[config.mk]
export PLATFORM = sky130hd
export DESIGN_NAME = xbus_spi_top
export DESIGN_NICKNAME = d
export VERILOG_FILES = /design/src/rtl/xbus_pkg.sv /design/src/rtl/reset_stretch.sv /design/src/rtl/spi_target.sv /design/src/rtl/spi_bus_bridge.sv /design/src/rtl/xbus_regs.sv /design/src/rtl/audio_pwm.sv /design/src/rtl/xbus_spi_top.sv
export SDC_FILE = /design/constraint.sdc
export NUM_CORES = 1
export LEC_CHECK = 0
export ABC_AREA = 1
export BUFFER_PORTS_ARGS = -buffer_cell sky130_fd_sc_hd__buf_2
export CORE_MARGIN = 2
export CORE_UTILIZATION = 65
export DETAILED_ROUTE_END_ITERATION = 8
export HOLD_SLACK_MARGIN = 0.08
export PLACE_DENSITY = 0.81
export SLEW_MARGIN = 20
export SYNTH_ARGS = -nofsm -noshare
export SYNTH_HDL_FRONTEND = slang
export SYNTH_SLANG_ARGS = --single-unit
export TNS_END_PERCENT = 1
[constraint.sdc]
create_clock -name pclk -period 22.4 [get_ports pclk]
set_input_delay 1.12 -clock pclk [delete_from_list [all_inputs] [get_ports pclk]]
set_output_delay 1.12 -clock pclk [all_outputs]
set_load 0.02 [all_outputs]
[src/rtl/xbus_pkg.sv]
/*
 * shared types for the spi register bus core
 * byte, word and register index vectors, bridge fsm states
 * idle byte and audio register indices
 */
`default_nettype none

package xbus_pkg;

    typedef logic [7:0]  byte_t;        // spi byte, bus data
    typedef logic [15:0] word_t;        // one register
    typedef logic [3:0]  reg_num_t;     // register index

    typedef enum logic {
        BR_CMD  = 1'b0,                 // waiting for command byte
        BR_DATA = 1'b1                  // waiting for data byte
    } bridge_state_t;

    // shifted out on CIPO while the command byte comes in
    localparam byte_t SPI_IDLE_BYTE = 8'hCB;

    // audio duty registers, low byte is the pwm level
    localparam reg_num_t REG_AUDIO_L = 4'd14;
    localparam reg_num_t REG_AUDIO_R = 4'd15;

endpackage

`default_nettype wire

[src/rtl/reset_stretch.sv]
/*
 * reset stretcher with two-flop release synchronizer
 * holds reset for RESET_CYCLES after release, drives ready level
 */
`default_nettype none
`timescale 1ns/1ps

module reset_stretch #(
    parameter int RESET_CYCLES = 16             // cycles after sync release
) (
    input  wire  pclk,
    input  wire  rst_n_i,                       // board reset, async low
    output logic reset_o,                       // internal reset, high active
    output logic ready_o                        // status led level
);

    localparam int CNT_W = $clog2(RESET_CYCLES + 1);

    logic [1:0]       release_sync;             // release synchronizer
    logic [CNT_W-1:0] count;                    // stretch counter

    always_ff @(posedge pclk or negedge rst_n_i) begin
        if (!rst_n_i) begin
            release_sync <= 2'b00;
            count        <= '0;
            reset_o      <= 1'b1;
        end else begin
            release_sync <= {release_sync[0], 1'b1};
            if (release_sync[1] && reset_o) begin   // count only once released
                if (count == CNT_W'(RESET_CYCLES - 1)) begin
                    reset_o <= 1'b0;                // stretch done
                end else begin
                    count <= count + 1'b1;
                end
            end
        end
    end

    assign ready_o = ~reset_o;                  // high when out of reset

endmodule

`default_nettype wire

[src/rtl/spi_target.sv]
/*
 * mode-0 spi peripheral, oversampled in the pclk domain
 * byte receive strobe, transmit load strobe, msb-first CIPO
 */
`default_nettype none
`timescale 1ns/1ps

module spi_target import xbus_pkg::*; (
    input  wire   pclk,
    input  wire   reset_i,
    input  wire   spi_sck_i,                    // host clock, at most pclk/8
    input  wire   spi_copi_i,                   // host data in
    input  wire   spi_cs_n_i,                   // host select, low active
    input  byte_t transmit_byte_i,              // byte for next load
    output logic  spi_cipo_o,                   // data to host
    output logic  select_o,                     // synced select level
    output logic  receive_strobe_o,             // one pulse per byte
    output byte_t receive_byte_o,               // valid with receive strobe
    output logic  transmit_strobe_o             // load pulse for transmit_byte_i
);

    logic [1:0] sck_sync;                       // two-flop synchronizers
    logic [1:0] copi_sync;
    logic [1:0] cs_sync;
    logic       sck_prev;                       // for edge detect
    logic       select_prev;
    logic       sck_rise;
    logic       sck_fall;
    logic [2:0] bit_count;                      // wraps every byte
    byte_t      rx_shift;
    byte_t      tx_shift;

    always_ff @(posedge pclk or posedge reset_i) begin
        if (reset_i) begin
            sck_sync    <= 2'b00;
            copi_sync   <= 2'b00;
            cs_sync     <= 2'b11;               // idle deselected
            sck_prev    <= 1'b0;
            select_prev <= 1'b0;
        end else begin
            sck_sync    <= {sck_sync[0], spi_sck_i};
            copi_sync   <= {copi_sync[0], spi_copi_i};
            cs_sync     <= {cs_sync[0], spi_cs_n_i};
            sck_prev    <= sck_sync[1];
            select_prev <= select_o;
        end
    end

    assign select_o       = ~cs_sync[1];
    assign sck_rise       = sck_sync[1] & ~sck_prev;
    assign sck_fall       = ~sck_sync[1] & sck_prev;
    assign spi_cipo_o     = tx_shift[7];        // msb first
    assign receive_byte_o = rx_shift;           // full byte during strobe

    always_ff @(posedge pclk or posedge reset_i) begin
        if (reset_i) begin
            receive_strobe_o  <= 1'b0;
            transmit_strobe_o <= 1'b0;
        end else begin
            receive_strobe_o  <= select_o & sck_rise & (bit_count == 3'd7);
            // load on select rise and one cycle after each received byte
            transmit_strobe_o <= (select_o & ~select_prev) | receive_strobe_o;
        end
    end

    always_ff @(posedge pclk or posedge reset_i) begin
        if (reset_i) begin
            bit_count <= 3'd0;
            rx_shift  <= '0;
            tx_shift  <= '0;
        end else if (!select_o) begin           // deselect clears the frame
            bit_count <= 3'd0;
            rx_shift  <= '0;
            tx_shift  <= '0;
        end else begin
            if (sck_rise) begin
                rx_shift  <= {rx_shift[6:0], copi_sync[1]};
                bit_count <= bit_count + 3'd1;
            end
            if (transmit_strobe_o) begin
                tx_shift <= transmit_byte_i;
            end else if (sck_fall && bit_count != 3'd0) begin
                tx_shift <= {tx_shift[6:0], 1'b0};  // byte boundary keeps loaded msb
            end
        end
    end

endmodule

`default_nettype wire

[src/rtl/spi_bus_bridge.sv]
/*
 * two-byte spi frame to register bus cycle
 * command and data latches, bus strobe, transmit byte select
 */
`default_nettype none
`timescale 1ns/1ps

module spi_bus_bridge import xbus_pkg::*; (
    input  wire      pclk,
    input  wire      reset_i,
    input  wire      select_i,                  // frame active
    input  wire      receive_strobe_i,
    input  byte_t    receive_byte_i,
    input  byte_t    bus_rdata_i,               // read byte from register file
    output byte_t    transmit_byte_o,           // next byte to host
    output logic     bus_cs_o,                  // one-cycle bus strobe
    output logic     bus_wr_o,
    output logic     bus_bytesel_o,             // 0 high byte, 1 low byte
    output reg_num_t bus_reg_num_o,
    output byte_t    bus_wdata_o
);

    bridge_state_t state;
    byte_t         cmd_byte;                    // W . . BS R3 R2 R1 R0
    byte_t         data_byte;

    always_ff @(posedge pclk or posedge reset_i) begin
        if (reset_i) begin
            state     <= BR_CMD;
            cmd_byte  <= '0;
            data_byte <= '0;
            bus_cs_o  <= 1'b0;
        end else if (!select_i) begin           // aborted or finished frame
            state    <= BR_CMD;
            bus_cs_o <= 1'b0;
        end else begin
            bus_cs_o <= 1'b0;
            if (receive_strobe_i) begin
                if (state == BR_CMD) begin
                    cmd_byte <= receive_byte_i;
                    state    <= BR_DATA;
                end else begin
                    data_byte <= receive_byte_i;
                    bus_cs_o  <= 1'b1;          // bus cycle in next cycle
                    state     <= BR_CMD;
                end
            end
        end
    end

    assign bus_wr_o      = cmd_byte[7];
    assign bus_bytesel_o = cmd_byte[4];
    assign bus_reg_num_o = cmd_byte[3:0];
    assign bus_wdata_o   = data_byte;

    // register byte once the command is known, idle byte otherwise
    assign transmit_byte_o = (state == BR_DATA) ? bus_rdata_i : SPI_IDLE_BYTE;

endmodule

`default_nettype wire

[src/rtl/xbus_regs.sv]
/*
 * register file of sixteen 16-bit words
 * byte-lane writes, combinational read mux, audio level taps
 */
`default_nettype none
`timescale 1ns/1ps

module xbus_regs import xbus_pkg::*; (
    input  wire      pclk,
    input  wire      reset_i,
    input  wire      bus_cs_i,                  // one-cycle strobe
    input  wire      bus_wr_i,
    input  wire      bus_bytesel_i,             // 0 high byte, 1 low byte
    input  reg_num_t bus_reg_num_i,
    input  byte_t    bus_wdata_i,
    output byte_t    bus_rdata_o,
    output byte_t    audio_l_level_o,
    output byte_t    audio_r_level_o
);

    word_t regs [16];
    word_t rd_word;

    always_ff @(posedge pclk or posedge reset_i) begin
        if (reset_i) begin
            for (int i = 0; i < 16; i++) begin
                regs[i] <= '0;
            end
        end else if (bus_cs_i && bus_wr_i) begin
            if (bus_bytesel_i) begin
                regs[bus_reg_num_i][7:0]  <= bus_wdata_i;   // low lane
            end else begin
                regs[bus_reg_num_i][15:8] <= bus_wdata_i;   // high lane
            end
        end
    end

    assign rd_word     = regs[bus_reg_num_i];
    assign bus_rdata_o = bus_bytesel_i ? rd_word[7:0] : rd_word[15:8];

    // pwm duty from low bytes
    assign audio_l_level_o = regs[REG_AUDIO_L][7:0];
    assign audio_r_level_o = regs[REG_AUDIO_R][7:0];

endmodule

`default_nettype wire

[src/rtl/audio_pwm.sv]
/*
 * two-channel 8-bit audio pwm
 * shared ramp counter, registered compare outputs
 */
`default_nettype none
`timescale 1ns/1ps

module audio_pwm import xbus_pkg::*; (
    input  wire   pclk,
    input  wire   reset_i,
    input  byte_t level_l_i,                    // high cycles per 256
    input  byte_t level_r_i,
    output logic  audio_l_o,
    output logic  audio_r_o
);

    byte_t ramp;                                // free-running period counter

    always_ff @(posedge pclk or posedge reset_i) begin
        if (reset_i) begin
            ramp      <= '0;
            audio_l_o <= 1'b0;
            audio_r_o <= 1'b0;
        end else begin
            ramp      <= ramp + 8'd1;
            audio_l_o <= (ramp < level_l_i);    // level 0 stays low
            audio_r_o <= (ramp < level_r_i);
        end
    end

endmodule

`default_nettype wire

[src/rtl/xbus_spi_top.sv]
/*
 * spi register bus core top level
 * reset stretcher, spi target, bridge, register file, audio pwm
 */
`default_nettype none
`timescale 1ns/1ps

module xbus_spi_top import xbus_pkg::*; #(
    parameter int RESET_CYCLES = 16             // reset stretch length
) (
    input  wire  pclk,
    input  wire  rst_n_i,                       // board reset, low active
    input  wire  spi_sck_i,
    input  wire  spi_copi_i,
    input  wire  spi_cs_n_i,
    output logic spi_cipo_o,
    output logic audio_l_o,
    output logic audio_r_o,
    output logic ready_o                        // high out of reset
);

    logic     reset;                            // stretched, high active
    logic     spi_select;
    logic     spi_receive_strobe;
    byte_t    spi_receive_byte;
    byte_t    spi_transmit_byte;
    logic     bus_cs;
    logic     bus_wr;
    logic     bus_bytesel;
    reg_num_t bus_reg_num;
    byte_t    bus_wdata;
    byte_t    bus_rdata;
    byte_t    audio_l_level;
    byte_t    audio_r_level;

    reset_stretch #(
        .RESET_CYCLES(RESET_CYCLES)
    ) i_reset_stretch (
        .pclk(pclk), .rst_n_i(rst_n_i), .reset_o(reset), .ready_o(ready_o)
    );

    spi_target i_spi_target (
        .pclk(pclk), .reset_i(reset),
        .spi_sck_i(spi_sck_i), .spi_copi_i(spi_copi_i), .spi_cs_n_i(spi_cs_n_i),
        .transmit_byte_i(spi_transmit_byte), .spi_cipo_o(spi_cipo_o),
        .select_o(spi_select), .receive_strobe_o(spi_receive_strobe),
        .receive_byte_o(spi_receive_byte), .transmit_strobe_o()
    );

    spi_bus_bridge i_spi_bus_bridge (
        .pclk(pclk), .reset_i(reset), .select_i(spi_select),
        .receive_strobe_i(spi_receive_strobe), .receive_byte_i(spi_receive_byte),
        .bus_rdata_i(bus_rdata), .transmit_byte_o(spi_transmit_byte),
        .bus_cs_o(bus_cs), .bus_wr_o(bus_wr), .bus_bytesel_o(bus_bytesel),
        .bus_reg_num_o(bus_reg_num), .bus_wdata_o(bus_wdata)
    );

    xbus_regs i_xbus_regs (
        .pclk(pclk), .reset_i(reset), .bus_cs_i(bus_cs), .bus_wr_i(bus_wr),
        .bus_bytesel_i(bus_bytesel), .bus_reg_num_i(bus_reg_num),
        .bus_wdata_i(bus_wdata), .bus_rdata_o(bus_rdata),
        .audio_l_level_o(audio_l_level), .audio_r_level_o(audio_r_level)
    );

    audio_pwm i_audio_pwm (
        .pclk(pclk), .reset_i(reset),
        .level_l_i(audio_l_level), .level_r_i(audio_r_level),
        .audio_l_o(audio_l_o), .audio_r_o(audio_r_o)
    );

endmodule

`default_nettype wire

======== Yosys cells after proc, flatten, opt, wreduce, memory -nomap -nowiden ========
Cells that the tools add are included.
word-level totals
  memories kept ........................... 0
  output and inout port bits .............. 4
  bits in latches ......................... 0
  register bits after elaboration ......... 321
  ROM bits ................................ 0
  bits of input ports ..................... 5
  RAM bits ................................ 0
  logic and storage cells ................. 96
operators by class
  shifts and indexed selects .............. 0
  $add $sub $neg .......................... 3
  equal/unequal tests ..................... 2
  divide/modulo/power cells ............... 0
  multiplexer cells ....................... 25
  bitwise operators ....................... 14
  magnitude comparators ................... 4
  reduce and logical (&&, ||, !) cells .... 12
  multipliers ............................. 0
operators with widths
  cell                                                                   number
  256-bit bitwise mux                                                    2
  256-bit 2-to-1 mux                                                     1
  16-bit demux with 4-bit select                                         2
  16-bit binary-select mux with 4-bit select                             1
  8-bit 2-to-1 mux                                                       8
  16-bit 2-to-1 mux                                                      3
  8-bit < comparator                                                     2
  8-bit by 1-bit adder with 8-bit output, second input constant          1
  1-bit inverter                                                         7
  1-bit 2-to-1 mux                                                       6
  3-bit 2-to-1 mux                                                       2
  3-bit AND reduction                                                    2
  3-bit nonzero test                                                     2
  5-bit by 1-bit adder with 5-bit output, second input constant          1
  1-bit bitwise AND                                                      5
  5-bit by 4-bit equality test with 1-bit output, second input constant  1
  5-bit >= comparator, second input constant                             1
  5-bit by 1-bit < comparator with 1-bit output, second input constant   1
  4-bit inverter with 5-bit output                                       1
  1-bit logical AND                                                      4
  2-bit AND reduction                                                    2
  2-bit nonzero test                                                     2
  3-bit by 1-bit adder with 3-bit output, second input constant          1
  3-bit equality test, second input constant                             1
  1-bit bitwise OR                                                       1

======== Logic depth before layout (Yosys ltp) ========
  depth in word-level cells ............... 8
  gate-level depth with buffers ........... 15
  depth with buffers taken out ............ 13

======== Cells and area by module ========
A second synthesis with hierarchy kept.
unflattened totals
  cells, all modules ...................... 1934
  area total of the unflattened synthesis .. 15273.4 µm²
modules (own cells, without submodules)
  module          area each (µm²)  sequential area each (µm²)  instances  cells an instance
  xbus_regs       12258.0          6406.1                      1          1601
  spi_target      1201.2           728.2                       1          128
  audio_pwm       733.2            250.2                       1          88
  spi_bus_bridge  723.2            400.4                       1          82
  reset_stretch   357.8            201.4                       1          35

======== Worst setup path before layout ========
OpenSTA, ideal clock, no wires.
  kind .................................... flip-flop to output port
  start ................................... register i_reset_stretch.reset_o
  end ..................................... output ready_o
  slack ................................... 14.465 ns
  data required time ...................... 21.280 ns
  arrival time ............................ 6.815 ns
  stages on the path, launching flop included .. 2
  buffers on the path ..................... 0
  cell sequence ........................... dfstp_2 > inv_1
between the ends
  longest elaborated chain between the ends .. 1
ends and longest elaborated chain
  what                    RTL line             source
  from (decl)             reset_stretch.sv:13  output logic reset_o,
  from (signal assigned)  reset_stretch.sv:26  reset_o <= 1'b1;
  from (signal assigned)  reset_stretch.sv:31  reset_o <= 1'b0;
  1-bit inverter          reset_stretch.sv:39  assign ready_o = ~reset_o;
  to (decl)               xbus_spi_top.sv:19   output logic ready_o
No other way between the ends.

======== Worst setup path after layout ========
  start ................................... register i_spi_bus_bridge.cmd_byte[0]
  end ..................................... register i_xbus_regs.regs[105] (netlist bit)
between the ends
  longest elaborated chain between the ends .. 7
  elaborated cells between the ends (all ways) .. 10
  classes of those cells .................. order compare (2); mux (6); bitwise (1); reduce/logical (1)
ends and longest elaborated chain
  what                                                                                                               RTL line                          source
  from (decl)                                                                                                        spi_bus_bridge.sv:24              byte_t cmd_byte;
  from (signal assigned)                                                                                             spi_bus_bridge.sv:40              cmd_byte <= receive_byte_i;
  4-bit inverter with 5-bit output (implied by the code) *                                                           xbus_regs.sv:31, xbus_regs.sv:33
  5-bit >= comparator (implied by the code) / 5-bit by 1-bit < comparator with 1-bit output (equally long branches)  xbus_regs.sv:33                   regs[bus_reg_num_i][15:8] <= bus_wdata_i;
  1-bit logical AND (implied by the code)                                                                            xbus_regs.sv:33
  16-bit 2-to-1 mux (implied by the code)                                                                            xbus_regs.sv:33
  16-bit demux with 4-bit select                                                                                     xbus_regs.sv:33
  256-bit bitwise mux                                                                                                xbus_regs.sv:33
  256-bit 2-to-1 mux *                                                                                               xbus_regs.sv:30                   if (bus_bytesel_i) begin
  to (signal, indexed assignment)                                                                                    xbus_regs.sv:31                   regs[bus_reg_num_i][7:0] <= bus_wdata_i;
  to (signal, indexed assignment)                                                                                    xbus_regs.sv:33
  to (decl)                                                                                                          xbus_regs.sv:21                   word_t regs [16];
Every way passes the cells marked *; elsewhere a longest branch is shown, timed or not.
A chain may end at the register's enable or synchronous reset.

==> results.md <==
* Status: complete, no violations
* Area of the multi-input gates at 5850 sq um
* Maximum Capacitance Violations at 0
* Vias in the first global route at about 11000
* Avg WL per Cell at about 18 um
* DIE WIDTH at ~150 um
* DR iter-0 viols at 1210
* Standard-cell rows at 54
* Post-synthesis register bit count at ~320
* Max clock buf depth at 3
* Net Count, Synth at 1800
* Initial Util at about 67%
* Minimum clock period at approximately 3.2 ns
* FILL cells at roughly 1700
* Cts bufs inserted at 35
* R2R Path Start: i_spi_bus_bridge.cmd_byte[0]
* CP endpoint kind: flop
* Io pins at 9
* Final antenna-violating net count at 0
* Routed WL at 36500 um
* Core ar. at about 22000 sq um
* Slew Viols, Final at 0
* CTS tree: built
* Buffers on Ports at 8
* Crit-path max FO at 55
* First-pass GRT wire length at ~60000 um
* Crit share post-route at between 10% and 20%
* Switch Pwr at roughly 0.00024 W
* GRT Overall Usage at between 30% and 40%
* Post-Synthesis Cells at between 1500 and 2000
* Congestion Overflow GR at 0
* Residual DRC count at 0
* Min-Delay Path Class: reg -> async
* Setup TNS at 0 ns
* Chip Height at roughly 150 um
* Layout cells sized above 1 at under 10%
* PostCTS Resize Cnt at 0
* Placement Cell Area at 14600 sq um
* Cts hold-fix bufs at 0
* Sw Share at 20.6%
* Worst Reg2Reg Path Length in Cells at 8
* Warnings, synthesis at 0
* Slew HR at a little over a quarter
* Die footprint at roughly 24000 sq um
* Kind of critical path: reg -> reg
* Skew final at 0.0152 ns
* Flip-flop and latch area at between 7000 and 8000 sq um
* WP data required at 22.77 ns
* Post-synthesis sequential area ratio at 54.6%
* Post-CTS setup buffer count at 0
* Drt pass-1 iters at 5
* Synth cell types at 33
* Largest net degree at the start of global routing at between 150 and 200
* CP arrival at roughly 3.5 ns
* CTS clk-pin slew, worst paths at 0.06 ns
* Pint at between 0.0009 and 0.001 W
* Reg2reg end: i_xbus_regs.regs[105]
* Post-Synthesis Cell Area at 14600 sq um
* Htree depth at 2
* Ys flop type: dfrtp_1
* RSZ-0062 raised after global routing: no
* Final net count at about 1800
* Fraction of power consumed by combinational cells at less than 1%
* Synthesized area per cell at 8.24 sq um
* Antenna violations before repair at 0
* Antenna Cells at 0
* Final setup viols at 0
* Critical Path Start Type: flop
* Clock sink count at 319
* Highest Clock Rate at between 0.3 and 0.4 GHz
* Async SR Flop Fraction at 100%
* Least-Margin Pin Slew at between 1 and 1.5 ns
* DP HPWL at about 22000 um
* Post-synth EDFFs at 0
* Placer congestion estimate at 0.915
* Leak at between 7 and 8 nW
* PwrDens at about 74 nW/um^2
* Root buffer cell: clkbuf_16
* Peak supply drop at a little over 0.08 mV
* Clock power frac at 49.8%
* Vias at ~12000
* Register share of total power at just under 50%
* Routed vias/inst at about 6
* P&R area growth vs syn at 7.94%
* Clock Latency Late Sink at about 0.52 ns
* Fin. Hold Viols at 0
* Final instance area at roughly 16000 sq um
* R2R setup slack at around 19 ns
==> critical path: stages, from the launching register on <==
cell and delay, ns:
dfrtp_2 0.92, buf_4 0.43, inv_4 0.32, nor2_8 0.47
inv_2 0.17, nor2_4 0.18, nand2_2 0.21, nand2_1 0.14
o21ai_1 0.09
==> cells by family (layout without fill, tap and decap cells) <==
| group | after synthesis | count (layout) | synth area share, % |
|---|---|---|---|
| flops | 319 | 319 | 54.6 |
| other cells | 1 | 1 | 0.0256 |
| compound gates | 334 | 334 | 11.7 |
| fa+ha+maj | 20 | 20 | 1.71 |
| simple gates | 930 | 930 | 26.0 |
| buf+inv | 162 | 149 | 5.41 |
| xor+xnor | 9 | 9 | 0.539 |
==> sequential cells by signal, indices dropped and copies added, names as in the netlist <==
name,count
i_spi_target.sck_prev,1
i_spi_target.cs_sync,2
i_xbus_regs.regs,240
i_reset_stretch.reset_o,1
i_spi_target.sck_sync,2
i_spi_bus_bridge.cmd_byte,6
i_spi_target.select_prev,1
i_spi_target.tx_shift,8
i_xbus_regs.audio_r_level_o,8
i_xbus_regs.audio_l_level_o,8
i_spi_target.copi_sync,2
i_spi_target.receive_strobe_o,1
i_spi_bus_bridge.state,1
i_spi_target.receive_byte_o,8
i_reset_stretch.release_sync,2
i_audio_pwm.audio_l_o,1
i_reset_stretch.count,5
i_spi_target.transmit_strobe_o,1
i_spi_bus_bridge.bus_wdata_o,8
i_spi_bus_bridge.bus_cs_o,1
i_spi_target.bit_count,3
i_audio_pwm.ramp,8
i_audio_pwm.audio_r_o,1
==> layer usage <==
layer	vias to the layer above	part of all wire, %	wire length, um	track usage [%]
met3	99	8.4	3060	5.41
met4	0	4.0	1470	13.9
li1	5608	-	-	-
met5	-	0	0	0
met2	512	46	16600	50.3
met1	5730	42	15300	45.5
==> worst max-delay path by stage <==
stage	from	to	slack, ns	depth (start not counted)
detailed placement	i_spi_bus_bridge.cmd_byte[0]	i_xbus_regs.regs[99]	19.35	8
finish	i_spi_bus_bridge.cmd_byte[0]	i_xbus_regs.regs[105]	19.25	8
global route	i_spi_bus_bridge.cmd_byte[0]	i_xbus_regs.regs[230]	19.08	8
global placement	i_spi_bus_bridge.cmd_byte[0]	i_xbus_regs.regs[102]	19.43	8
CTS	i_spi_bus_bridge.cmd_byte[0]	i_xbus_regs.regs[105]	19.34	8
floorplan	i_reset_stretch.reset_o	i_audio_pwm.audio_l_o	13.30	1
==> synth_stat cells, types with 2 or more instances <==
cell / n / area [sq um]
xor2_1: 6 / 52.6
o21ai_2: 4 / 35.0
buf_2: 39 / 195
buf_4: 8 / 60.1
nand2_4: 2 / 22.5
nand4_1: 11 / 68.8
nor2_4: 11 / 124
dfstp_2: 3 / 78.8
nor2_8: 3 / 60.1
a21boi_0: 2 / 15.0
nor2_2: 7 / 43.8
o21ai_1: 157 / 786
nor2_1: 54 / 203
xnor2_1: 3 / 26.3
buf_6: 13 / 146
ha_1: 20 / 250
inv_4: 3 / 18.8
nand3_1: 36 / 180
o22ai_1: 10 / 62.6
dfrtp_1: 316 / 7910
nand2_2: 25 / 156
o21ai_0: 128 / 641
inv_2: 9 / 33.8
nand2_1: 779 / 2920
inv_1: 54 / 203
clkbuf_1: 35 / 131
o211ai_1: 2 / 15.0
a21oi_1: 30 / 150
==> power groups by stage <==
stage / sequential, W / combinational, W / clock (W)
5_1_grt: 0.000581 / 0.00000635 / 0.000610
6_report: 0.000581 / 0.00000548 / 0.000582
2_1_floorplan: 0.000591 / 0.00000358 / 0
3_5_place_dp: 0.000591 / 0.00000546 / 0
3_3_place_gp: 0.000591 / 0.00000529 / 0
4_1_cts: 0.000581 / 0.00000557 / 0.000585
==> stage by stage <==
| step | utilization, % | hold WS, ns | worst slack, ns | total power, W | cells |
|---|---|---|---|---|---|
| after floorplan | - | 0.331 | 13.30 | 0.000595 | 1775 |
| after global placement | 66.5 | 0.294 | 19.43 | 0.000596 | 1979 |
| after detailed placement | 66.5 | 0.304 | 19.35 | 0.000597 | 1979 |
| after CTS | 71.8 | 0.313 | 19.34 | 0.00117 | 2041 |
| after global routing | 71.9 | 0.332 | 19.08 | 0.00120 | 2042 |
| final | 71.9 | 0.280 | 19.25 | 0.00117 | 2042 |
==> cell type report <==
cell class | instances | area share [%]
well taps | 280 | 2.22
flip-flops and latches | 319 | 50.6
inverters | 66 | 1.66
clock inverters | 15 | 0.927
clock buffers | 47 | 6.48
multi-input cells | 1294 | 37.1
repair buffers | 21 | 1.08
==> placed cells by master, fill, tap and decap left out, drive strengths merged <==
cell	count
dfstp	3
bufinv	2
nor3	1
buf	21
a211o	1
o22ai	10
a21boi	2
xor2	6
ha	20
dfrtp	316
clkinv	9
clkbuf	47
nand2	807
o211ai	2
nor2	75
inv	67
nand3	36
xnor2	3
o21ai	289
conb	1
nand4	11
clkinvlp	3
a21oi	30
Power figures use the tool's default switching activity.
